==> src/include/bp_defs.svh <==
`ifndef BP_DEFS_SVH
`define BP_DEFS_SVH

`define BP_PC_WIDTH 32

`define BP_BTB_ENTRIES 64
`define BP_BTB_INDEX_WIDTH 6

// history width doubles as the pattern table index width.
`define BP_PHT_ENTRIES 256
`define BP_HISTORY_WIDTH 8

`define BP_RAS_ENTRIES 8
`define BP_RAS_PTR_WIDTH 3

`endif

==> src/bp_addr_pkg.sv <==
`include "bp_defs.svh"

package bp_addr_pkg;

  // program counter or target address.
  typedef logic [`BP_PC_WIDTH-1:0] pc_t;

  // pc bits 6 to 1, bit 0 is unused with compressed instructions.
  typedef logic [`BP_BTB_INDEX_WIDTH-1:0] btb_index_t;

  // pc bits 31 to 7.
  typedef logic [`BP_PC_WIDTH-`BP_BTB_INDEX_WIDTH-2:0] btb_tag_t;

  // history xor pc bits 8 to 1.
  typedef logic [`BP_HISTORY_WIDTH-1:0] pht_index_t;

endpackage

==> src/bp_state_pkg.sv <==
`include "bp_defs.svh"

package bp_state_pkg;

  // two-bit saturating counter, upper bit is the prediction.
  typedef enum logic [1:0] {
    strong_not_taken = 2'b00,
    weak_not_taken   = 2'b01,
    weak_taken       = 2'b10,
    strong_taken     = 2'b11
  } sat_t;

  // newest outcome in bit 0.
  typedef logic [`BP_HISTORY_WIDTH-1:0] history_t;

  typedef logic [`BP_RAS_PTR_WIDTH-1:0] ras_ptr_t;

  // one bit wider than the pointer so a full stack counts to 8.
  typedef logic [`BP_RAS_PTR_WIDTH:0] ras_count_t;

endpackage

==> src/gshare_predictor.sv <==
`timescale 1ns/1ps

`include "bp_defs.svh"

module gshare_predictor
  import bp_addr_pkg::*;
  import bp_state_pkg::*;
(
  input  logic clock,
  input  logic reset,
  input  pc_t  lookup_pc,
  output logic taken,
  input  logic train,
  input  pc_t  train_pc,
  input  logic outcome
);

  history_t   history;
  sat_t       counters [`BP_PHT_ENTRIES];

  pht_index_t lookup_index;
  pht_index_t train_index;
  sat_t       lookup_count;
  sat_t       train_count;
  sat_t       train_next;

  assign lookup_index = history ^ lookup_pc[`BP_HISTORY_WIDTH:1];
  assign train_index  = history ^ train_pc[`BP_HISTORY_WIDTH:1];

  // two read ports.
  assign lookup_count = counters[lookup_index];
  assign train_count  = counters[train_index];

  assign taken = lookup_count[1];

  // one step toward the outcome, held at both ends.
  always_comb begin
    train_next = train_count;
    if (outcome) begin
      if (train_count != strong_taken) begin
        train_next = sat_t'(train_count + 2'd1);
      end
    end else begin
      if (train_count != strong_not_taken) begin
        train_next = sat_t'(train_count - 2'd1);
      end
    end
  end

  always_ff @(posedge clock) begin
    if (!reset) begin
      history <= '0;
      for (int i = 0; i < `BP_PHT_ENTRIES; i++) begin
        counters[i] <= strong_not_taken;
      end
    end else if (train) begin
      counters[train_index] <= train_next;
      history <= {history[`BP_HISTORY_WIDTH-2:0], outcome};
    end
  end

  history_only_on_train: assert property (
    @(posedge clock) disable iff (!reset) !$stable(history) |-> $past(train)
  );

endmodule

==> config.mk <==
export PLATFORM = sky130hd
export DESIGN_NAME = gshare_predictor
export DESIGN_NICKNAME = d
export VERILOG_FILES = /design/src/bp_addr_pkg.sv /design/src/bp_state_pkg.sv /design/src/gshare_predictor.sv
export VERILOG_INCLUDE_DIRS = /design/src /design/src/include
export SDC_FILE = /design/constraint.sdc
export NUM_CORES = 1
export LEC_CHECK = 0
export BUFFER_PORTS_ARGS = -buffer_cell sky130_fd_sc_hd__buf_4
export CAP_MARGIN = 30
export CELL_PAD_IN_SITES_DETAIL_PLACEMENT = 1
export CELL_PAD_IN_SITES_GLOBAL_PLACEMENT = 1
export CORE_MARGIN = 5
export CORE_UTILIZATION = 56
export DETAILED_ROUTE_END_ITERATION = 16
export PLACE_DENSITY_LB_ADDON = 0.2
export SLEW_MARGIN = 0
export SYNTH_ARGS = -nofsm -noshare
export SYNTH_HDL_FRONTEND = slang
export SYNTH_SLANG_ARGS = --single-unit
==> constraint.sdc <==
create_clock -name clock -period 6.98 [get_ports clock]
set_clock_uncertainty 0.2 [all_clocks]
set_input_delay 0.698 -clock clock [delete_from_list [all_inputs] [get_ports clock]]
set_output_delay 0.698 -clock clock [all_outputs]
set_load 0.01 [all_outputs]
==> out/metrics.csv <==
stage,metric,value,unit
critical_path,r2r-end,counters[185][1]$_SDFFCE_PN0P_,
critical_path,reg2reg_depth,11,
worst_hold_path,hold_end,history[0]$_SDFFE_PN0P_,
global_routing,antenna_found_initial,0,
power_and_ir_drop,pwr-share-clk,37.7,%
critical_path,crit_arrival,4.93,ns
cts,post_cts_buffers,0,
cts,cts_hold_buf,0,
final_layout,syn_to_final_growth,9.48,%
power_and_ir_drop,combPwrFrac,15.6,%
sta,final.setup.tns,0,ns
power_and_ir_drop,seqPwrFrac,46.7,%
synthesis,synth_top_flop_cell,edfxtp_1,
power_and_ir_drop,power_switching,2060,uW
cts,clk_pin_slew_worst_paths,0.06,ns
final_layout,final_common_cell,edfxtp_1,
synthesis,synth_cell_types,42,
sta,slew_viol_final,0,
power_and_ir_drop,p_leak,0.00994,uW
floorplanning,dieArea,53900,um2
synthesis,synth-edff-count,512,
synthesis,synth_warnings,0,
route,dr.pass1.iters,6,
synthesis,synth_xor_area_share,0.856,%
cts,numCtsBuffers,56,
floorplanning,die_y,232,um
final_layout,drive_gt1_share,22.8,%
run_status,status,"finished, final reports clean",
sta,tightestPinTransition,1.07,ns
cts,cts_buffer_depth,3,
cts,htree_levels,2,
route,wl_per_cell,31.5,um
synthesis,postSynthCellCount,2208,
route,vias,19900,
cts,cts-root-buf,clkbuf_16,
route,drtAntennaViolNets,0,
floorplanning,num_rows,81,
synthesis,synth.mux.area_fraction,17.3,%
power_and_ir_drop,p_sw_share,26.9,%
cts,cts.sinks,520,
sta,slew_headroom,28.6,%
synthesis,ys_seq_elements,520,
place,placed_area,28400,um2
critical_path,startpoint_type,flip-flop,
global_routing,gr-usage-all-layers,33.4,%
synthesis,synthArstFlopShare,0,%
global_routing,grt_pass1_wl,134000,um
floorplanning,die_x,232,um
synthesis,syn_area,27600,um2
route,wl,90000,um
sta,min_period,5.83,ns
route,drc_errors,0,
sta,rsz0062_at_grt,no,
final_layout,final_nets,2220,
worst_hold_path,hold-path-cell-count,3,
synthesis,synth_compound_area_share,3.51,%
final_layout,antennaDiodeCount,0,
critical_path,path_class,flip-flop to output pin,
power_and_ir_drop,intPower,5610,uW
synthesis,ys_seq_area_share,56.2,%
cts,worstSkewPairLatency,0.62,ns
power_and_ir_drop,ir_drop,208,uV
critical_path,worstReg2RegStart,history[0]$_SDFFE_PN0P_,
final_layout,layout_common_cells,"edfxtp_1 (512), nand2_1 (427), nor2_1 (336)",
global_routing,grt_pass1_vias,20900,
final_layout,post-route-util,61.9,%
final_layout,fin_area,30300,um2
synthesis,syn_nets,2276,
sta,timing.final.crit_share,83.5,%
place,gp_congestion,0.919,
floorplanning,coreArea,48800,um2
critical_path,crit_fanout,18,
place,place_hpwl,58800,um
floorplanning,initial_utilization,56.6,%
power_and_ir_drop,power_density,253,nW/um2
sta,setup_viol,0,
worst_hold_path,hold_path.class,input port to flip-flop,
critical_path,crit_required,6.08,ns
route,drt_iter0_markers,2599,
route,vias_per_cell,6.95,
global_routing,grt_max_degree,124,
synthesis,synth-simple-area-share,17.8,%
global_routing,globalRouteOverflowTotal,0,
cts,cts_tree,yes,
sta,finalHoldViolations,0,
floorplanning,io_pins,69,
cts,cts_resized,0,
worst_hold_path,worstHoldStart,outcome,
power_and_ir_drop,finalPower,7670,uW
critical_path,crit_path_end_kind,output pin,
job,maxCapViolCount,0,
sta,fmax,0.172,GHz
synthesis,yosys.area_share.adder,0.0815,%
synthesis,syn-mean-instance-area,12.5,um2
place,port_buffers,20,
synthesis,synth_top_family_by_area,simple AND/OR/NAND/NOR gates,
critical_path,reg2reg_slack,1.45,ns
sequential cells by signal (all words and copies together) (netlist names):
register / flops
counters: 512
history: 8
routing by layer:
| layer | wire length (um) | vias up | part of all wire, % | track usage, % |
|---|---|---|---|---|
| met1 | 32600 | 10200 | 36 | 43.5 |
| met5 | 0 | - | 0 | 0 |
| met2 | 43500 | 1246 | 48 | 54.5 |
| li1 | - | 8102 | - | - |
| met3 | 9480 | 272 | 11 | 6.96 |
| met4 | 4470 | 0 | 5.0 | 15.7 |
cell usage after synthesis (12+ instances only):
master	n	area, um2
nand2_1	431	1620
nand4_1	12	75.1
o21ai_0	109	546
nor2_1	340	1280
nand3_1	20	100
clkbuf_1	116	435
a41oi_1	17	149
mux2i_1	16	160
buf_6	27	304
buf_4	37	278
nor3_2	101	1010
a22oi_1	13	97.6
nor3_1	129	646
xor2_1	12	105
buf_2	26	130
edfxtp_1	512	15400
mux4_2	205	4620
how the worst max path moves through the flow:
stage	start	end	slack [ns]	depth (start not counted)
global placement	train_pc[1]	counters[224][1]$_SDFFCE_PN0P_	1.47	12
detailed placement	train_pc[1]	counters[208][1]$_SDFFCE_PN0P_	1.42	12
global route	history[1]$_SDFFE_PN0P_	taken	1.14	9
CTS	history[1]$_SDFFE_PN0P_	taken	1.28	8
floorplan	lookup_pc[1]	taken	2.18	8
finish	history[1]$_SDFFE_PN0P_	taken	1.15	9
final cells by class:
class | count | area, um2
Timing Repair Buffer | 99 | 1050
Multi-Input combinational cell | 1474 | 11100
Sequential cell | 520 | 15500
Clock buffer | 84 | 1560
Fill cell | 4739 | 18600
Tap cell | 664 | 831
Clock inverter | 15 | 165
Inverter | 1 | 3.75
power by group through the flow:
stage	combinational (uW)	sequential, uW	clock, uW
2_1_floorplan	867	3610	0
5_1_grt	1240	3580	3050
6_report	1200	3580	2890
3_3_place_gp	1140	3630	0
3_5_place_dp	1170	3640	0
4_1_cts	1180	3580	2910
stage by stage:
stage          hold WS [ns]  cells  setup WS (ns)
2_1_floorplan         0.353   2208           2.18
3_3_place_gp          0.369   2747           1.47
3_5_place_dp          0.397   2754           1.42
4_1_cts               0.230   2853           1.28
5_1_grt               0.258   2857           1.14
6_report              0.247   2857           1.15
critical path, stage by stage, from the launching register on:
cell and delay, ns:
dfxtp_1 0.85, xor2_4 0.84, buf_4 0.42, mux4_2 0.38, mux4_2 0.54, mux4_2 0.54, nor2b_1 0.17, a211oi_1 0.25
a21oi_1 0.14, buf_4 0.18
kinds of logic after synthesis:
family | after synthesis
AND/OR/NAND/NOR | 1062
flip-flops | 520
multiplexers | 221
buffers and inverters | 214
AO/OA/AOI/OAI | 165
XOR/XNOR | 24
adder cells (fa/ha/maj) | 2
Note: power is estimated with default switching activity, not from simulation.
