===== src/include/bp_defs.svh =====
`ifndef BP_DEFS_SVH
`define BP_DEFS_SVH

`define BP_PC_WIDTH 32

`define BP_BTB_ENTRIES 64
`define BP_BTB_INDEX_WIDTH 6

// history width doubles as the pattern table index width.
`define BP_PHT_ENTRIES 256
`define BP_HISTORY_WIDTH 8

`define BP_RAS_ENTRIES 8
`define BP_RAS_PTR_WIDTH 3

`endif


===== src/bp_addr_pkg.sv =====
`include "bp_defs.svh"

package bp_addr_pkg;

  // program counter or target address.
  typedef logic [`BP_PC_WIDTH-1:0] pc_t;

  // pc bits 6 to 1, bit 0 is unused with compressed instructions.
  typedef logic [`BP_BTB_INDEX_WIDTH-1:0] btb_index_t;

  // pc bits 31 to 7.
  typedef logic [`BP_PC_WIDTH-`BP_BTB_INDEX_WIDTH-2:0] btb_tag_t;

  // history xor pc bits 8 to 1.
  typedef logic [`BP_HISTORY_WIDTH-1:0] pht_index_t;

endpackage


===== src/branch_target_buffer.sv =====
`timescale 1ns/1ps

`include "bp_defs.svh"

module branch_target_buffer
  import bp_addr_pkg::*;
(
  input  logic clock,
  input  logic reset,
  input  pc_t  lookup_pc,
  output logic hit,
  output pc_t  target,
  input  logic write,
  input  pc_t  write_pc,
  input  pc_t  write_target
);

  btb_tag_t   tags    [`BP_BTB_ENTRIES];
  pc_t        targets [`BP_BTB_ENTRIES];
  logic [`BP_BTB_ENTRIES-1:0] valid;

  btb_index_t lookup_index;
  btb_tag_t   lookup_tag;
  btb_index_t write_index;
  btb_tag_t   write_tag;

  assign lookup_index = lookup_pc[`BP_BTB_INDEX_WIDTH:1];
  assign lookup_tag   = lookup_pc[`BP_PC_WIDTH-1:`BP_BTB_INDEX_WIDTH+1];
  assign write_index  = write_pc[`BP_BTB_INDEX_WIDTH:1];
  assign write_tag    = write_pc[`BP_PC_WIDTH-1:`BP_BTB_INDEX_WIDTH+1];

  // old contents are seen until the edge.
  assign hit    = valid[lookup_index] && (tags[lookup_index] == lookup_tag);
  assign target = targets[lookup_index];

  always_ff @(posedge clock) begin
    if (!reset) begin
      valid <= '0;
    end else if (write) begin
      valid[write_index] <= 1'b1;
    end
  end

  always_ff @(posedge clock) begin
    if (write) begin
      tags[write_index]    <= write_tag;
      targets[write_index] <= write_target;
    end
  end

  // write term comes from the resolve stage through the top level.
  write_known: assert property (
    @(posedge clock) disable iff (!reset) !$isunknown(write)
  );

endmodule


===== config.mk =====
export PLATFORM = sky130hd
export DESIGN_NAME = branch_target_buffer
export DESIGN_NICKNAME = d
export VERILOG_FILES = /design/src/bp_addr_pkg.sv /design/src/branch_target_buffer.sv
export VERILOG_INCLUDE_DIRS = /design/src /design/src/include
export SDC_FILE = /design/constraint.sdc
export NUM_CORES = 2
export LEC_CHECK = 0
export CAP_MARGIN = 25
export CORE_ASPECT_RATIO = 2
export CORE_MARGIN = 3
export CORE_UTILIZATION = 57
export CTS_CLUSTER_SIZE = 8
export DETAILED_ROUTE_END_ITERATION = 12
export DONT_BUFFER_PORTS = 1
export PLACE_DENSITY = 0.75
export SLEW_MARGIN = 20
export SYNTH_ARGS = -nofsm -noshare
export SYNTH_HDL_FRONTEND = slang
export SYNTH_SLANG_ARGS = --single-unit
export TNS_END_PERCENT = 50

===== constraint.sdc =====
create_clock -name clock -period 4 [get_ports clock]
set_input_delay 0.6 -clock clock [delete_from_list [all_inputs] [get_ports clock]]
set_output_delay 0.6 -clock clock [all_outputs]
set_load 0.01 [all_outputs]

==> results <==
- The run finished, with violations left.
- The checks that failed: slew limit, setup timing.
- The critical path data required time is roughly 3.4 ns.
- The total number of nets in the final design is 6571.
- The async set-or-reset flop fraction in the synthesized netlist is 0%.
- The parity-gate share of the synthesized area counting xor and xnor cells is less than 1%.
- STA classifies the critical path startpoint as an input port.
- The number of global-route vias before repair is between 70000 and 80000.
- The buffer type at the clock tree root is clkbuf_16.
- The type of element capturing the critical path is a primary output.
- Summed over all cells, the static leakage comes to roughly 52 nW.
- The synthesized area is roughly 140000 um^2.
- The largest family of logic cells by synthesized area is multiplexers.
- The synthesized netlist devotes between 1.5 and 2% of its cell area to compound gates.
- The horizontal extent of the die is 358 um.
- Clock skew on the completed layout was measured at 0 ns.
- Of the cells placed in the final design, the portion with a size suffix greater than 1 is between 30% and 40%.
- The largest net degree at the start of global routing is just over 800.
- In this run the core area contains between 200 and 300 standard-cell rows.
- The total met2 wirelength after detailed routing is about 220 mm.
- The top cell types in the final layout, fill and taps aside, are 3648 x edfxtp_1, 1066 x mux4_2, 564 x clkbuf_16.
- The number of buffers created by CTS is roughly 540.
- Setup repair after global routing could not meet its margin everywhere.
- The number of design rule violations left after detail routing is 0.
- OpenSTA, run right after detailed placement, puts the worst setup slack at -3.32 ns.
- The layout overhead on the synthesized area is 17.0%.
- The signal on the critical path passes through inv_2 -> buf_4 -> mux2i_1 -> a22oi_1 -> nand4_1 -> xnor2_1 -> buf_4 -> a2111oi_4 -> nand4_1 -> nor4_4 -> buf_4 -> buf_6.
- The basic-gate share of the synthesized area counting and, or, nand and nor cells is less than 1%.
- The average via count per standard cell is about 7.6.
- The type of the worst setup path is in2out.
- The share of the core filled with cells in the final layout is 67.3%.
- The net count after synthesis is roughly 6000.
- The clock-pin transition on the worst setup and hold timing paths is 0.05 ns.
- The starting density of the core is a little under three fifths.
- The cell count after placement is 9030.
- After the flow finishes, the layout carries non-filler instances totaling between 9000 and 10000.
- The worst path uses 138% of the clock period.
- Final hold analysis gives a worst-case slack of about 0.021 ns.
- Measured along the y axis, the die boundary spans between 700 and 800 um.
- The number of H-tree levels is 6.
- After layout, the worst setup slack is -1.52 ns.
- The detailed router's first-iteration violation count is between 10000 and 15000.
- The power density relative to cell area is approximately 530 nW/um^2.
- Wire segments on met3 add up to a little under 60 mm in the final route.
- The first TritonRoute pass finished after 6 iterations.
- The number of buffers and inverters on the critical path is 5.
- The portion of synthesized area spent on multiplexers is 17.8%.
- The detail route stage leaves a number of antenna-violating nets equal to 0.
- Data on the critical path arrives at its endpoint at about 4.9 ns.
- Clock latency on the worst-skew pair, taken at its later pin, is around 0.90 ns.
- The number of antenna violations at the first check in global routing is 11.
- After routing, the total negative slack on setup checks comes to -6.27 ns.
- The peak supply drop is 0.454 mV.
- After detailed placement, the total cell area comes to between 100000 and 150000 um^2.
- The path class of the tightest hold or removal check is in2reg.
- The length of routed wiring on met1 is 131 mm.
- The clock sink count is 3712.
- The total count of hold-check failures in the final report is 0.
- Global routing finished with a remaining overflow of 0.
- The headroom to the max-slew limit is -56.3%.
- The library cell appearing most often on the critical path is buf_4.
- The final setup violation count is 23.
- The number of port buffers is 0.
- The top fanout value on the critical path is around 300.
- For the pin with the worst max-slew slack, the measured transition is approximately 2.3 ns.
- The total global routing track utilization is a little over a third.
- The sequential cell area fraction in the yosys report is between 70% and 80%.
- The number of buffers on the longest clock path is 4.
- The floorplan die area is approximately 250000 um^2.
- The tool flagged a number of max-cap violations equal to 0.
- The most common cell after layout, fill and taps aside is edfxtp_1.
- The predominant post-synthesis flop cell is edfxtp_1.
- Among all stages on the critical path, the largest delay is contributed by inv_2.
- The synthesized flop and latch total is between 3000 and 4000.
- The uppermost metal layer occupied by signal nets is met5.
- The clock tree from TritonCTS is built.
- The final standard cell area without fillers is roughly 170000 um^2.
- The sum of internal, switching and leakage power is 88.3 mW.
- The via count is 74700.
- For this run, the top clock speed supported by timing is 181 MHz.
- The synthesized netlist cell count is approximately 5800.
- The routed design has between 400 and 500 mm of wire.
- The HPWL reported at the end of detailed placement is between 200 and 250 mm.
- During synthesis, Yosys emitted a total of 0 warnings.
- Dividing the detail-routed wire length by the instance count gives 46.7 um.
- After synthesis, the netlist uses 67 different library cells.
- After floorplanning, the core was sized to cover around 250000 um^2.
- At the end of routability-driven placement, the weighted congestion stood at 0.846.
- The shortest clock period the worst path allows after layout is 5.52 ns.
- The number of top-level pins is around 130.
- The largest stage delay on the critical path is roughly 0.87 ns.
- Grouping stages by cell kind, the critical path spends the most delay in buffers and inverters.
- The max-slew violation count is 450.
- The post-synthesis share of cell area spent on full adders, half adders and majority gates is 0%.
- The mean instance size in the synthesized netlist is between 20 and 25 um^2.
- In this run, synthesis inferred roughly 3600 flip-flops with an integrated enable.
- The first global-routing pass estimated about 630 mm of wire.
-- state kept, by name (all words and copies together) (netlist names) --
signal,cells
valid,64
targets,2048
tags,1600
-- area by class of cell --
type / count / area [um^2]
Inverter: 3 / 12.5
Clock inverter: 32 / 470
Multi-Input combinational cell: 1780 / 29400
Antenna cell: 12 / 30.0
Fill cell: 14000 / 80400
Tap cell: 3237 / 4050
Clock buffer: 587 / 14100
Sequential cell: 3712 / 111000
Timing Repair Buffer: 437 / 6340
-- synth_stat cells (5+ instances only) --
cell type | count | area (um^2)
o221ai_1 | 18 | 158
nand3b_1 | 8 | 60.1
or3b_2 | 5 | 43.8
mux4_2 | 1066 | 24000
clkbuf_1 | 132 | 495
nand3_1 | 17 | 85.1
dfxtp_1 | 64 | 1280
xnor2_1 | 14 | 123
nand4_1 | 8 | 50.1
a221oi_1 | 10 | 87.6
nor3_1 | 15 | 75.1
mux2_2 | 14 | 158
o22ai_1 | 50 | 313
buf_1 | 53 | 199
nand2_1 | 55 | 206
and2_1 | 8 | 50.1
buf_6 | 11 | 124
o21ai_0 | 15 | 75.1
nand2b_1 | 15 | 93.8
a21oi_1 | 37 | 185
buf_4 | 40 | 300
or3_1 | 5 | 31.3
a211oi_1 | 11 | 82.6
nor2b_1 | 20 | 125
nor4_1 | 12 | 75.1
nor2_1 | 91 | 342
edfxtp_1 | 3648 | 110000
buf_2 | 68 | 340
o21a_1 | 66 | 495
a32oi_1 | 6 | 52.6
a22oi_1 | 63 | 473
mux2i_1 | 93 | 931
-- metal layers --
| layer | up-vias | track usage, % |
|---|---|---|
| li1 | 26300 | - |
| met1 | 38400 | 41.7 |
| met2 | 7877 | 57.9 |
| met3 | 2118 | 9.83 |
| met4 | 6 | 30.1 |
| met5 | - | 0 |
-- cell families after synthesis --
logic type	after synthesis
buffers and inverters	312
AO/OA/AOI/OAI	316
AND/OR/NAND/NOR	273
flip-flops	3712
multiplexers	1174
XOR/XNOR	17
-- worst paths after layout --
| check | depth (start not counted) | start | end | slack [ns] |
|---|---|---|---|---|
| hold / removal | 1 | write_pc[15] | tags[8][8]$_DFFE_PP_ | 0.02 |
| setup reg to reg | 1 | valid[32]$_SDFFE_PN0P_ | valid[32]$_SDFFE_PN0P_ | 3.33 |
| setup / recovery | 12 | lookup_pc[3] | hit | -1.52 |
| hold reg to reg | 1 | valid[57]$_SDFFE_PN0P_ | valid[57]$_SDFFE_PN0P_ | 0.46 |
-- power by group --
group | internal, mW | total, mW | switching, mW
combinational | 1.89 | 4.05 | 2.16
sequential | 43.0 | 43.1 | 0.0936
clock | 24.7 | 41.1 | 16.4
total | 69.7 | 88.3 | 18.7
-- repair_timing --
item,4_1_cts,5_1_grt
setup endpoints to repair,33,22
pin swaps,4,5
resized for setup,42,12
hold endpoints to repair,3712,0
hold buffers,76,0
gates cloned,33,4
buffers inserted,18,7
No activity file was read; power rests on OpenSTA's default activity.
