<file path="src/include/bp_defs.svh">
`ifndef BP_DEFS_SVH
`define BP_DEFS_SVH

`define BP_PC_WIDTH 32

`define BP_BTB_ENTRIES 64
`define BP_BTB_INDEX_WIDTH 6

// history width doubles as the pattern table index width.
`define BP_PHT_ENTRIES 256
`define BP_HISTORY_WIDTH 8

`define BP_RAS_ENTRIES 8
`define BP_RAS_PTR_WIDTH 3

`endif

</file>
<file path="src/bp_addr_pkg.sv">
`include "bp_defs.svh"

package bp_addr_pkg;

  // program counter or target address.
  typedef logic [`BP_PC_WIDTH-1:0] pc_t;

  // pc bits 6 to 1, bit 0 is unused with compressed instructions.
  typedef logic [`BP_BTB_INDEX_WIDTH-1:0] btb_index_t;

  // pc bits 31 to 7.
  typedef logic [`BP_PC_WIDTH-`BP_BTB_INDEX_WIDTH-2:0] btb_tag_t;

  // history xor pc bits 8 to 1.
  typedef logic [`BP_HISTORY_WIDTH-1:0] pht_index_t;

endpackage

</file>
<file path="src/bp_state_pkg.sv">
`include "bp_defs.svh"

package bp_state_pkg;

  // two-bit saturating counter, upper bit is the prediction.
  typedef enum logic [1:0] {
    strong_not_taken = 2'b00,
    weak_not_taken   = 2'b01,
    weak_taken       = 2'b10,
    strong_taken     = 2'b11
  } sat_t;

  // newest outcome in bit 0.
  typedef logic [`BP_HISTORY_WIDTH-1:0] history_t;

  typedef logic [`BP_RAS_PTR_WIDTH-1:0] ras_ptr_t;

  // one bit wider than the pointer so a full stack counts to 8.
  typedef logic [`BP_RAS_PTR_WIDTH:0] ras_count_t;

endpackage

</file>
<file path="src/return_address_stack.sv">
`timescale 1ns/1ps

`include "bp_defs.svh"

module return_address_stack
  import bp_addr_pkg::*;
  import bp_state_pkg::*;
(
  input  logic clock,
  input  logic reset,
  input  logic push,
  input  pc_t  push_addr,
  input  logic pop,
  output logic valid,
  output pc_t  top_addr
);

  localparam ras_count_t ras_full = ras_count_t'(`BP_RAS_ENTRIES);

  pc_t        stack [`BP_RAS_ENTRIES];
  ras_ptr_t   ptr;
  ras_count_t count;

  logic       pop_take;
  ras_ptr_t   write_ptr;

  assign valid    = (count != '0);
  assign top_addr = stack[ptr];

  // pop on an empty stack is ignored.
  assign pop_take = pop && valid;

  // push with pop replaces the top in place.
  assign write_ptr = pop_take ? ptr : ras_ptr_t'(ptr + 1'b1);

  always_ff @(posedge clock) begin
    if (!reset) begin
      ptr   <= '0;
      count <= '0;
    end else if (push && pop_take) begin
      ptr   <= ptr;
      count <= count;
    end else if (push) begin
      // full stack wraps onto the oldest entry.
      ptr <= write_ptr;
      if (count != ras_full) begin
        count <= count + 1'b1;
      end
    end else if (pop_take) begin
      ptr   <= ptr - 1'b1;
      count <= count - 1'b1;
    end
  end

  always_ff @(posedge clock) begin
    if (push) begin
      stack[write_ptr] <= push_addr;
    end
  end

  count_bounded: assert property (
    @(posedge clock) disable iff (!reset) count <= ras_full
  );

endmodule

</file>
<file path="config.mk">
export PLATFORM = sky130hd
export DESIGN_NAME = return_address_stack
export DESIGN_NICKNAME = d
export VERILOG_FILES = /design/src/bp_addr_pkg.sv /design/src/bp_state_pkg.sv /design/src/return_address_stack.sv
export VERILOG_INCLUDE_DIRS = /design/src /design/src/include
export SDC_FILE = /design/constraint.sdc
export NUM_CORES = 1
export LEC_CHECK = 0
export BUFFER_PORTS_ARGS = -buffer_cell sky130_fd_sc_hd__clkbuf_2
export CORE_MARGIN = 2
export CORE_UTILIZATION = 54
export DETAILED_ROUTE_END_ITERATION = 8
export PLACE_DENSITY_LB_ADDON = 0.08
export SYNTH_ARGS = -nofsm -noshare
export SYNTH_HDL_FRONTEND = slang
export SYNTH_SLANG_ARGS = --single-unit
</file>
<file path="constraint.sdc">
create_clock -name clock -period 5.1 [get_ports clock]
set_input_delay 0.51 -clock clock [delete_from_list [all_inputs] [get_ports clock]]
set_output_delay 0.51 -clock clock [all_outputs]
set_load 0.01 [all_outputs]
</file>
==> results of run 1 <==
[per-layer routing]
metal | vias to the layer above | track usage, % | part of all wire, % | wire length [µm]
li1 | 2115 | - | - | -
met5 | - | 0 | 0 | 0
met3 | 19 | 3.53 | 5.1 | 940
met1 | 2456 | 27.0 | 43 | 8010
met4 | 0 | 4.90 | 1.4 | 258
met2 | 122 | 32.1 | 50 | 9290
[how the worst max path moves through the flow]
stage / from / end / slack (ns) / cells past startpoint
after floorplan: ptr[0] / stack[5][0] / 1.62 / 6
after global placement: register / top_addr[3] / 2.04 / 4
after detailed placement: register / top_addr[15] / 2.03 / 4
after CTS: register / top_addr[15] / 1.47 / 4
after global routing: register / top_addr[3] / 1.31 / 4
final: register / top_addr[3] / 1.58 / 4
[kinds of logic after synthesis]
group | Yosys count | share of synthesized area, %
multiplexers | 100 | 17.9
buffers and inverters | 26 | 1.07
adder cells (fa/ha/maj) | 7 | 0.921
XOR/XNOR | 5 | 0.424
flip-flops | 266 | 76.4
AO/OA/AOI/OAI | 19 | 1.43
AND/OR/NAND/NOR | 38 | 1.93
[critical path, cell delays in order, from the launching register on]
cell	delay (ns)
sky130_fd_sc_hd__dfxtp_4	1.07
sky130_fd_sc_hd__buf_4	0.41
sky130_fd_sc_hd__mux4_2	0.53
sky130_fd_sc_hd__mux2_2	0.28
sky130_fd_sc_hd__clkbuf_2	0.13
[through the flow]
step | setup slack, ns | hold WS (ns) | std cells | total power [mW] | cell area [µm²]
floorplan | 1.62 | 0.522 | 461 | 4.44 | 10300
global placement | 2.04 | 0.561 | 749 | 5.09 | 11000
detailed placement | 2.03 | 0.568 | 749 | 5.13 | 11000
CTS | 1.47 | 0.244 | 798 | 7.19 | 11900
global route | 1.31 | 0.263 | 798 | 7.45 | 11900
finish | 1.58 | 0.262 | 798 | 7.09 | 11900
[flip-flops by register name, indices dropped and copies added (netlist names), named ones only]
register,count
count,4
ptr,3
stack,256
[report_power, final]
| part | internal, mW | total [mW] | switching, mW |
|---|---|---|---|
| clock network | 1.27 | 2.05 | 0.781 |
| logic | 0.962 | 1.86 | 0.903 |
| registers | 2.83 | 3.18 | 0.348 |
| total | 5.06 | 7.09 | 2.03 |
[cell type report]
cell class	instances	area, µm²	share of cell area, %
clock buffer	29	683	5.73
clock inverter	20	253	2.12
sequential	266	7890	66.2
inverter	4	17.5	0.147
timing repair buffer	76	400	3.36
tap	234	293	2.46
multi-input combinational	169	2380	20.0
[layout by cell type (no fill, tap or decap), drive strengths merged, types with 6 or more instances in the layout]
cell	netlist	routed
edfxtp	256	256
clkbuf	13	97
mux4	64	64
mux2	35	35
clkinv	1	14
dfxtp	10	10
buf	9	8
nand3	7	7
nand2	6	6
ha	6	6
bufinv	0	6
==> impl_results.rst, run 1 <==
.. list-table::
   :header-rows: 1

   * - Metric
     - Value
   * - Outcome
     - finished clean
   * - Unrepaired setup endpoints after global routing
     - no
   * - Synth Instances
     - 461
   * - Yosys cell types
     - 38
   * - Post-Syn Area
     - 0.0103 mm²
   * - Critical Path Source Type
     - register
   * - CP Data Required Time
     - 4.59 ns
   * - Root Driver
     - sky130_fd_sc_hd__clkbuf_16
   * - Routability congestion estimate
     - 0.727
   * - IO Port Bufs
     - 68
   * - Count of endpoints failing hold in the final timing report
     - 0
   * - Yosys warns
     - 0
   * - Cell types with the largest area share after synthesis
     - sky130_fd_sc_hd__edfxtp_1 (74%), sky130_fd_sc_hd__mux4_2 (14%), sky130_fd_sc_hd__mux2_2 (3.8%), sky130_fd_sc_hd__dfxtp_1 (1.9%), sky130_fd_sc_hd__ha_1 (0.73%)
   * - Final routed wirelength across all metal layers
     - approximately 19000 µm
   * - Vias per Instance
     - 5.90
   * - Share of synthesized area occupied by flip-flops and latches
     - about three quarters
   * - Clock network latency to the later pin of the worst-skew pair
     - 0.52 ns
   * - Fraction of layout instances using a drive strength above 1
     - approximately two fifths
   * - Number of nets produced by synthesis
     - 504
   * - Mapped Avg Cell Area
     - between 20 and 25 µm²
   * - Kind of capture point of the worst setup path
     - output port
   * - Largest net degree at the start of global routing
     - 54
   * - Max-slew violation total from the final report
     - 0
   * - Flop and latch count out of synthesis
     - 266
   * - Total clock buffers created by CTS
     - 27
   * - Count of boundary I/O pins
     - a little under 70
   * - Largest driver fanout on the critical path
     - 53
   * - Vias after detailed routing
     - 4712
   * - Headroom to the max-slew limit
     - 25.1%
   * - Commonest cells post-synth
     - sky130_fd_sc_hd__edfxtp_1 (256), sky130_fd_sc_hd__mux4_2 (64), sky130_fd_sc_hd__mux2_2 (35)
   * - Cell taking the most area after synthesis
     - sky130_fd_sc_hd__edfxtp_1
   * - Number of endpoints failing setup at the final stage
     - 0
   * - Peak clock frequency supported by timing
     - 284 MHz
   * - Number of buffers inserted to repair setup after CTS
     - 0
   * - Category of the critical setup timing path
     - register to output port
   * - Initial antenna violation count
     - 0
   * - Core footprint
     - about 0.019 mm²
   * - Number of H-tree levels
     - 1
   * - First-pass GRT wire length
     - 29200 µm
   * - Fill cell instance count of the final layout
     - 1293
   * - Post-cts sizing count
     - 0
   * - Iteration count of the initial detailed-routing pass
     - 4
   * - Final global-route overflow total
     - 0
   * - Reg2reg end
     - stack[6][17]
   * - Area enclosed by the die boundary
     - 0.0202 mm²
   * - Clock tree from TritonCTS
     - built
   * - Cell row count
     - 50
   * - Via count of the first global-routing pass
     - 5108
   * - Launching point of the worst reg2reg path
     - ptr[0]
   * - Hold path startpoint
     - push_addr[16]
   * - Min-Delay Endpoint
     - stack[7][16]
   * - Worst-case vdd ir drop
     - 0.616 mV
   * - DIE WIDTH
     - roughly 140 µm
   * - Utilization after layout
     - 63.5%
   * - Clock input transition at the sequential cells of the worst setup and hold paths
     - 0.06 ns
   * - Depth of the worst hold-timing path
     - 1
   * - Post-route fraction of the period consumed by the critical path
     - 69.0%
   * - DRC violations left
     - 0
   * - Hold buffers post-CTS
     - 0
   * - Vertical extent of the die
     - 142 µm
   * - Share of the synthesized area in the top cell type
     - 74.4%
   * - Flop2flop setup slack
     - 2.02 ns
   * - Initial standard-cell utilization of the core
     - 55.0%
   * - Logic depth of the worst register-to-register path
     - 6
   * - Maximum clock path buffer count
     - 3
   * - Class of the tightest hold or removal check
     - primary input to register
   * - Predominant post-synthesis flop cell
     - sky130_fd_sc_hd__edfxtp_1
   * - Power per Cell Area
     - 595 mW/mm²
   * - GRT Resource Usage Total
     - 19.3%
   * - Reported leakage power
     - between 3 and 4 nW
   * - Critical Path AT
     - 3.01 ns
   * - Number of diodes
     - 0
   * - Antenna Violating Nets Remaining
     - 0
   * - Most repeated cell in the gate-level netlist after synthesis
     - sky130_fd_sc_hd__edfxtp_1
   * - Max Cap Viol
     - 0
   * - Post-DP HPWL
     - 10300 µm
   * - Post-detailed-route wirelength per cell
     - 23.2 µm
   * - Final layout net count
     - 587
   * - Number of enable flip-flop cells after synthesis
     - around 260
   * - Transition time of the tightest slew-check pin
     - 1.12 ns
   * - Number of clock sinks
     - 266
   * - Area added between synthesis and finish
     - 15.4%
   * - Post-route minimum period
     - 3.52 ns
   * - Post-route clock skew
     - 0.00880 ns
   * - Share of flip-flops with an asynchronous set or reset after synthesis
     - 0%
   * - Setup total negative slack
     - 0 ns
   * - Detailed router's first-iteration violation count
     - 280
No activity file was read; power rests on OpenSTA's default activity.
==> inputs of run 2 (changes only) <==
==> constraint.sdc (replaced) <==
create_clock -name clock -period 2.9 [get_ports clock]
set_input_delay 0.29 -clock clock [delete_from_list [all_inputs] [get_ports clock]]
set_output_delay 0.29 -clock clock [all_outputs]
set_load 0.01 [all_outputs]
==> impl_results.rst, run 2 (synthesis results as in run 1) <==
.. list-table::
   :header-rows: 1

   * - Metric
     - Value
   * - IO Port Bufs
     - between 60 and 70
   * - Post-DP HPWL
     - approximately 11000 µm
   * - Post-cts sizing count
     - 0
   * - Number of endpoints failing setup at the final stage
     - 0
   * - Hold buffers post-CTS
     - 0
   * - Root Driver
     - sky130_fd_sc_hd__clkbuf_16
   * - DRC violations left
     - 0
   * - Post-route clock skew
     - slightly below 0.007 ns
   * - Initial standard-cell utilization of the core
     - 55.0%
   * - Antenna Violating Nets Remaining
     - 0
   * - Initial antenna violation count
     - 0
   * - Area added between synthesis and finish
     - 16.2%
   * - Post-route minimum period
     - 2.66 ns
   * - Largest net degree at the start of global routing
     - 41
   * - Number of diodes
     - 0
   * - Largest driver fanout on the critical path
     - 22
   * - Most common library cell in the layout ignoring fill and taps
     - sky130_fd_sc_hd__edfxtp_1
   * - Iteration count of the initial detailed-routing pass
     - 4
   * - Number of buffers inserted to repair setup after CTS
     - 0
   * - Fill cell instance count of the final layout
     - 1288
   * - Worst setup slack after placement
     - ~0.37 ns
   * - Class of the tightest hold or removal check
     - primary input to register
   * - GRT Resource Usage Total
     - 19.0%
   * - Headroom to the max-slew limit
     - 56.1%
   * - Post-detailed-route wirelength per cell
     - approximately 23 µm
   * - Reported leakage power
     - slightly below 4 nW
   * - Vias after detailed routing
     - 4734
   * - Total clock buffers created by CTS
     - 27
   * - Final layout net count
     - 602
   * - Number of clock sinks
     - 266
   * - Area enclosed by the die boundary
     - 0.0202 mm²
   * - Post-layout worst setup margin
     - 0.244 ns
   * - Leading registers by flop count
     - stack x256, count x4, ptr x3
   * - Count of boundary I/O pins
     - 69
   * - Kind of capture point of the worst setup path
     - output port
   * - Vertical extent of the die
     - 142 µm
   * - Via count of the first global-routing pass
     - 4949
   * - Flip-flop count of the largest register, all copies and words added
     - around 260
   * - Maximum clock path buffer count
     - 3
   * - Cell row count
     - 50
   * - Category of the critical setup timing path
     - register to output port
   * - Peak clock frequency supported by timing
     - 376 MHz
   * - Transition time of the tightest slew-check pin
     - roughly 0.66 ns
   * - Count of endpoints failing hold in the final timing report
     - 0
   * - Clock input transition at the sequential cells of the worst setup and hold paths
     - 0.06 ns
   * - Max Cap Viol
     - 0
   * - Post-route fraction of the period consumed by the critical path
     - 91.6%
   * - First-pass GRT wire length
     - 28700 µm
   * - Critical Path Source Type
     - register
   * - Routability congestion estimate
     - about 0.77
   * - Clock network latency to the later pin of the worst-skew pair
     - between 0.5 and 0.6 ns
   * - Power per Cell Area
     - 1020 mW/mm²
   * - Multi-input combinational cell area
     - roughly 0.0024 mm²
   * - Largest Register
     - stack
   * - Vias per Instance
     - between 5 and 6
   * - DIE WIDTH
     - 142 µm
   * - Commonest non-fill, non-tap cells in the layout
     - sky130_fd_sc_hd__edfxtp_1 (256), sky130_fd_sc_hd__clkbuf_2 (68), sky130_fd_sc_hd__mux4_2 (64)
   * - CP Data Required Time
     - 2.61 ns
   * - Final global-route overflow total
     - 0
   * - Critical Path AT
     - about 2.4 ns
   * - Worst-case vdd ir drop
     - 0.624 mV
   * - Number of H-tree levels
     - 1
   * - Outcome
     - finished clean
   * - Max-slew violation total from the final report
     - 0
   * - Detailed router's first-iteration violation count
     - 285
   * - Clock tree from TritonCTS
     - built
   * - Setup total negative slack
     - 0 ns
   * - Fraction of layout instances using a drive strength above 1
     - 41.5%
   * - Unrepaired setup endpoints after global routing
     - no
   * - Register cell area after layout
     - 0.00789 mm²
   * - Core footprint
     - 0.0188 mm²
   * - Final routed wirelength across all metal layers
     - 18500 µm
==> run 2: cell types whose count changed in the layout (fill, tap and decap cells not counted), moves of 3 or more <==
| cell | before | now |
|---|---|---|
| sky130_fd_sc_hd__clkinv_2 | 9 | 4 |
| sky130_fd_sc_hd__buf_12 | 0 | 10 |
| sky130_fd_sc_hd__buf_4 | 8 | 13 |
| sky130_fd_sc_hd__bufinv_16 | 6 | 0 |
| sky130_fd_sc_hd__clkbuf_8 | 0 | 3 |
| sky130_fd_sc_hd__clkbuf_1 | 2 | 8 |
==> run 2: worst max-delay path: stages (launching register included) <==
cell	delay (ns)
sky130_fd_sc_hd__dfxtp_4	0.58
sky130_fd_sc_hd__buf_12	0.26
sky130_fd_sc_hd__mux4_2	0.55
sky130_fd_sc_hd__mux2_2	0.29
sky130_fd_sc_hd__clkbuf_2	0.13
==> run 2: metal layers <==
layer / track usage, % / wire length [µm] / vias to the layer above
li1: - / - / 2132
met3: 2.99 / 944 / 28
met2: 31.2 / 9270 / 123
met1: 27.3 / 7920 / 2451
met5: 0 / 0 / -
met4: 4.59 / 340 / 0
==> run 2: worst paths after layout <==
path | start | to | slack, ns | cells after the start
min | push_addr[22] | stack[3][22] | 0.05 | 1
max reg2reg | ptr[0] | stack[6][18] | 0.30 | 6
max | register | top_addr[0] | 0.24 | 4
min reg2reg | ptr[1] | register | 0.57 | 2
==> run 2: final cells by class <==
cell class | count | share of cell area [%]
Tap cell | 234 | 2.44
Multi-Input combinational cell | 169 | 19.8
Timing Repair Buffer | 91 | 5.32
Clock buffer | 38 | 6.22
Clock inverter | 8 | 0.292
Sequential cell | 266 | 65.8
Inverter | 4 | 0.146
==> run 2: metrics by stage <==
| step | cells | total power [mW] | cell area [µm²] | utilization, % | hold slack, ns |
|---|---|---|---|---|---|
| 6_report | 810 | 12.2 | 12000 | 64.0 | 0.0501 |
| 4_1_cts | 810 | 12.4 | 12000 | 64.0 | 0.0329 |
| 5_1_grt | 810 | 12.8 | 12000 | 64.0 | 0.0542 |
| 3_5_place_dp | 764 | 9.30 | 11200 | 59.8 | 0.560 |
| 3_3_place_gp | 764 | 9.21 | 11200 | 59.8 | 0.555 |
| 2_1_floorplan | 461 | 7.81 | 10300 | - | 0.389 |
==> run 2: where the power goes <==
part | switching [mW] | total (mW) | leakage [nW] | internal [mW]
sequential | 0.361 | 5.32 | 2.41 | 4.96
clock | 1.29 | 3.06 | 0.386 | 1.77
combinational | 1.89 | 3.80 | 1.12 | 1.91
==> inputs of run 3 (changes only) <==
--- a/config.mk
+++ b/config.mk
@@ -7,7 +7,7 @@
 export NUM_CORES = 1
 export LEC_CHECK = 0
 export BUFFER_PORTS_ARGS = -buffer_cell sky130_fd_sc_hd__clkbuf_2
-export CORE_MARGIN = 2
+export CORE_MARGIN = 4
 export CORE_UTILIZATION = 54
 export DETAILED_ROUTE_END_ITERATION = 8
 export PLACE_DENSITY_LB_ADDON = 0.08
==> impl_results.rst, run 3 (synthesis results as in run 1) <==
.. list-table::
   :header-rows: 1

   * - Metric
     - Value
   * - Overall power consumption
     - ~12 mW
   * - Largest Register
     - stack
   * - Flip-flop count of the largest register, all copies and words added
     - 256
   * - Largest driver fanout on the critical path
     - 25
   * - Final global-route overflow total
     - 0
   * - Total clock buffers created by CTS
     - 26
   * - Number of H-tree levels
     - 1
   * - Peak clock frequency supported by timing
     - 374 MHz
   * - Headroom to the max-slew limit
     - 53.4%
   * - Reported net switching power
     - 3.54 mW
   * - Number of clock sinks
     - 266
   * - Vias per Instance
     - between 5 and 6
   * - Share of total power in the clock network
     - 25.2%
   * - Hold buffers post-CTS
     - 0
   * - Post-detailed-route wirelength per cell
     - 23.2 µm
   * - Clock tree from TritonCTS
     - built
   * - Initial standard-cell utilization of the core
     - 55.0%
   * - Class of the tightest hold or removal check
     - primary input to register
   * - Antenna Violating Nets Remaining
     - 0
   * - Max Cap Viol
     - 0
   * - Outcome
     - finished clean
   * - Cell internal power dissipation
     - 8.55 mW
   * - CP Data Required Time
     - 2.61 ns
   * - Number of buffers inserted to repair setup after CTS
     - 0
   * - Routability congestion estimate
     - 0.759
   * - Worst-case vdd ir drop
     - between 0.7 and 0.8 mV
   * - Vertical extent of the die
     - around 150 µm
   * - GRT Resource Usage Total
     - 17.7%
   * - Initial antenna violation count
     - 0
   * - Number of endpoints failing setup at the final stage
     - 0
   * - Leading registers by flop count
     - stack x256, count x4, ptr x3
   * - Critical Path AT
     - 2.38 ns
   * - Commonest non-fill, non-tap cells in the layout
     - sky130_fd_sc_hd__edfxtp_1 (256), sky130_fd_sc_hd__clkbuf_2 (68), sky130_fd_sc_hd__mux4_2 (64)
   * - Vias after detailed routing
     - roughly 4800
   * - Utilization after layout
     - 63.6%
   * - Area added between synthesis and finish
     - 15.5%
   * - Area enclosed by the die boundary
     - around 0.021 mm²
   * - Post-cts sizing count
     - 0
   * - Detailed router's first-iteration violation count
     - 257
   * - Iteration count of the initial detailed-routing pass
     - 4
   * - Via count of the first global-routing pass
     - 5230
   * - Power per Cell Area
     - 1010 mW/mm²
   * - Unrepaired setup endpoints after global routing
     - no
   * - Clock network latency to the later pin of the worst-skew pair
     - approximately 0.51 ns
   * - DRC violations left
     - 0
   * - Final routed wirelength across all metal layers
     - 18600 µm
   * - Largest net degree at the start of global routing
     - 33
   * - Cell row count
     - 50
   * - Critical Path Source Type
     - register
   * - Post-route fraction of the period consumed by the critical path
     - between 90% and 100%
   * - First-pass GRT wire length
     - 29500 µm
   * - Fraction of layout instances using a drive strength above 1
     - 41.1%
   * - Root Driver
     - sky130_fd_sc_hd__clkbuf_16
   * - Total placed instance area
     - 0.0112 mm²
   * - Kind of capture point of the worst setup path
     - output port
   * - Final layout net count
     - 595
   * - Reported leakage power
     - 3.88 nW
   * - Post-route minimum period
     - 2.67 ns
   * - Category of the critical setup timing path
     - register to output port
   * - Most common library cell in the layout ignoring fill and taps
     - sky130_fd_sc_hd__edfxtp_1
   * - Number of diodes
     - 0
   * - Fraction of power spent switching nets
     - between 20% and 30%
   * - Post-route clock skew
     - about 0.0076 ns
   * - Share of power burned in combinational logic
     - 30.7%
   * - Post-route standard cell area excluding fillers
     - 0.0119 mm²
   * - Maximum clock path buffer count
     - 3
   * - Count of boundary I/O pins
     - 69
   * - Clock input transition at the sequential cells of the worst setup and hold paths
     - 0.06 ns
   * - Max-slew violation total from the final report
     - 0
   * - DIE WIDTH
     - 146 µm
   * - Part of the power in registers
     - 44.1%
   * - Post-DP HPWL
     - between 10000 and 15000 µm
   * - Fill cell instance count of the final layout
     - 1273
   * - Transition time of the tightest slew-check pin
     - 0.696 ns
   * - IO Port Bufs
     - 68
   * - Core footprint
     - 0.0188 mm²
   * - Setup total negative slack
     - 0 ns
   * - Count of endpoints failing hold in the final timing report
     - 0
   * - Final worst hold slack
     - 0.0541 ns
==> run 3: cell count changes in the layout (fill, tap and decap cells not counted), moves of 2 or more <==
cell | before | now
sky130_fd_sc_hd__clkbuf_1 | 8 | 2
sky130_fd_sc_hd__buf_4 | 13 | 9
sky130_fd_sc_hd__clkinv_1 | 5 | 9
sky130_fd_sc_hd__clkbuf_8 | 3 | 0
sky130_fd_sc_hd__buf_12 | 10 | 8
sky130_fd_sc_hd__clkinv_2 | 4 | 6
==> run 3: worst paths after layout <==
kind	start	endpoint	slack, ns	depth (start not counted)
setup / recovery	register	top_addr[9]	0.23	4
hold / removal	push_addr[17]	stack[2][17]	0.05	1
setup reg to reg	ptr[0]	stack[3][21]	0.34	6
hold reg to reg	count[1]	count[1]	0.57	2
==> run 3: per-stage QoR <==
stage                     worst slack (ns)  cells
final                                0.228    803
after floorplan                     0.0331    461
after global routing                0.0512    803
after detailed placement             0.381    758
after global placement               0.458    758
after CTS                            0.142    803
==> run 3: area by class of cell <==
class	count	area [µm²]	share of cell area (%)
sequential	266	7890	66.2
multi-input combinational	169	2380	19.9
tap	234	293	2.45
clock buffer	29	683	5.73
clock inverter	16	97.6	0.818
inverter	4	17.5	0.147
timing repair buffer	85	568	4.76
==> run 3: critical path: stages (launching register included) <==
cell	delay [ns]
sky130_fd_sc_hd__dfxtp_4	0.60
sky130_fd_sc_hd__buf_12	0.29
sky130_fd_sc_hd__mux4_2	0.55
sky130_fd_sc_hd__mux2_2	0.29
sky130_fd_sc_hd__clkbuf_2	0.13
==> run 3: power groups by stage <==
stage / clock network, mW / registers (mW) / logic, mW
after floorplan: 0 / 5.16 / 2.65
after global placement: 0 / 5.38 / 3.74
after detailed placement: 0 / 5.42 / 3.79
after CTS: 3.14 / 5.34 / 3.80
after global routing: 3.31 / 5.41 / 4.04
final: 3.05 / 5.33 / 3.71
==> run 3: metal layers <==
layer	GRT usage [%]	wire [µm]	vias up
li1	-	-	2126
met1	25.3	8090	2510
met2	29.0	9260	123
met3	3.07	1000	16
met4	4.52	237	0
met5	0	0	-
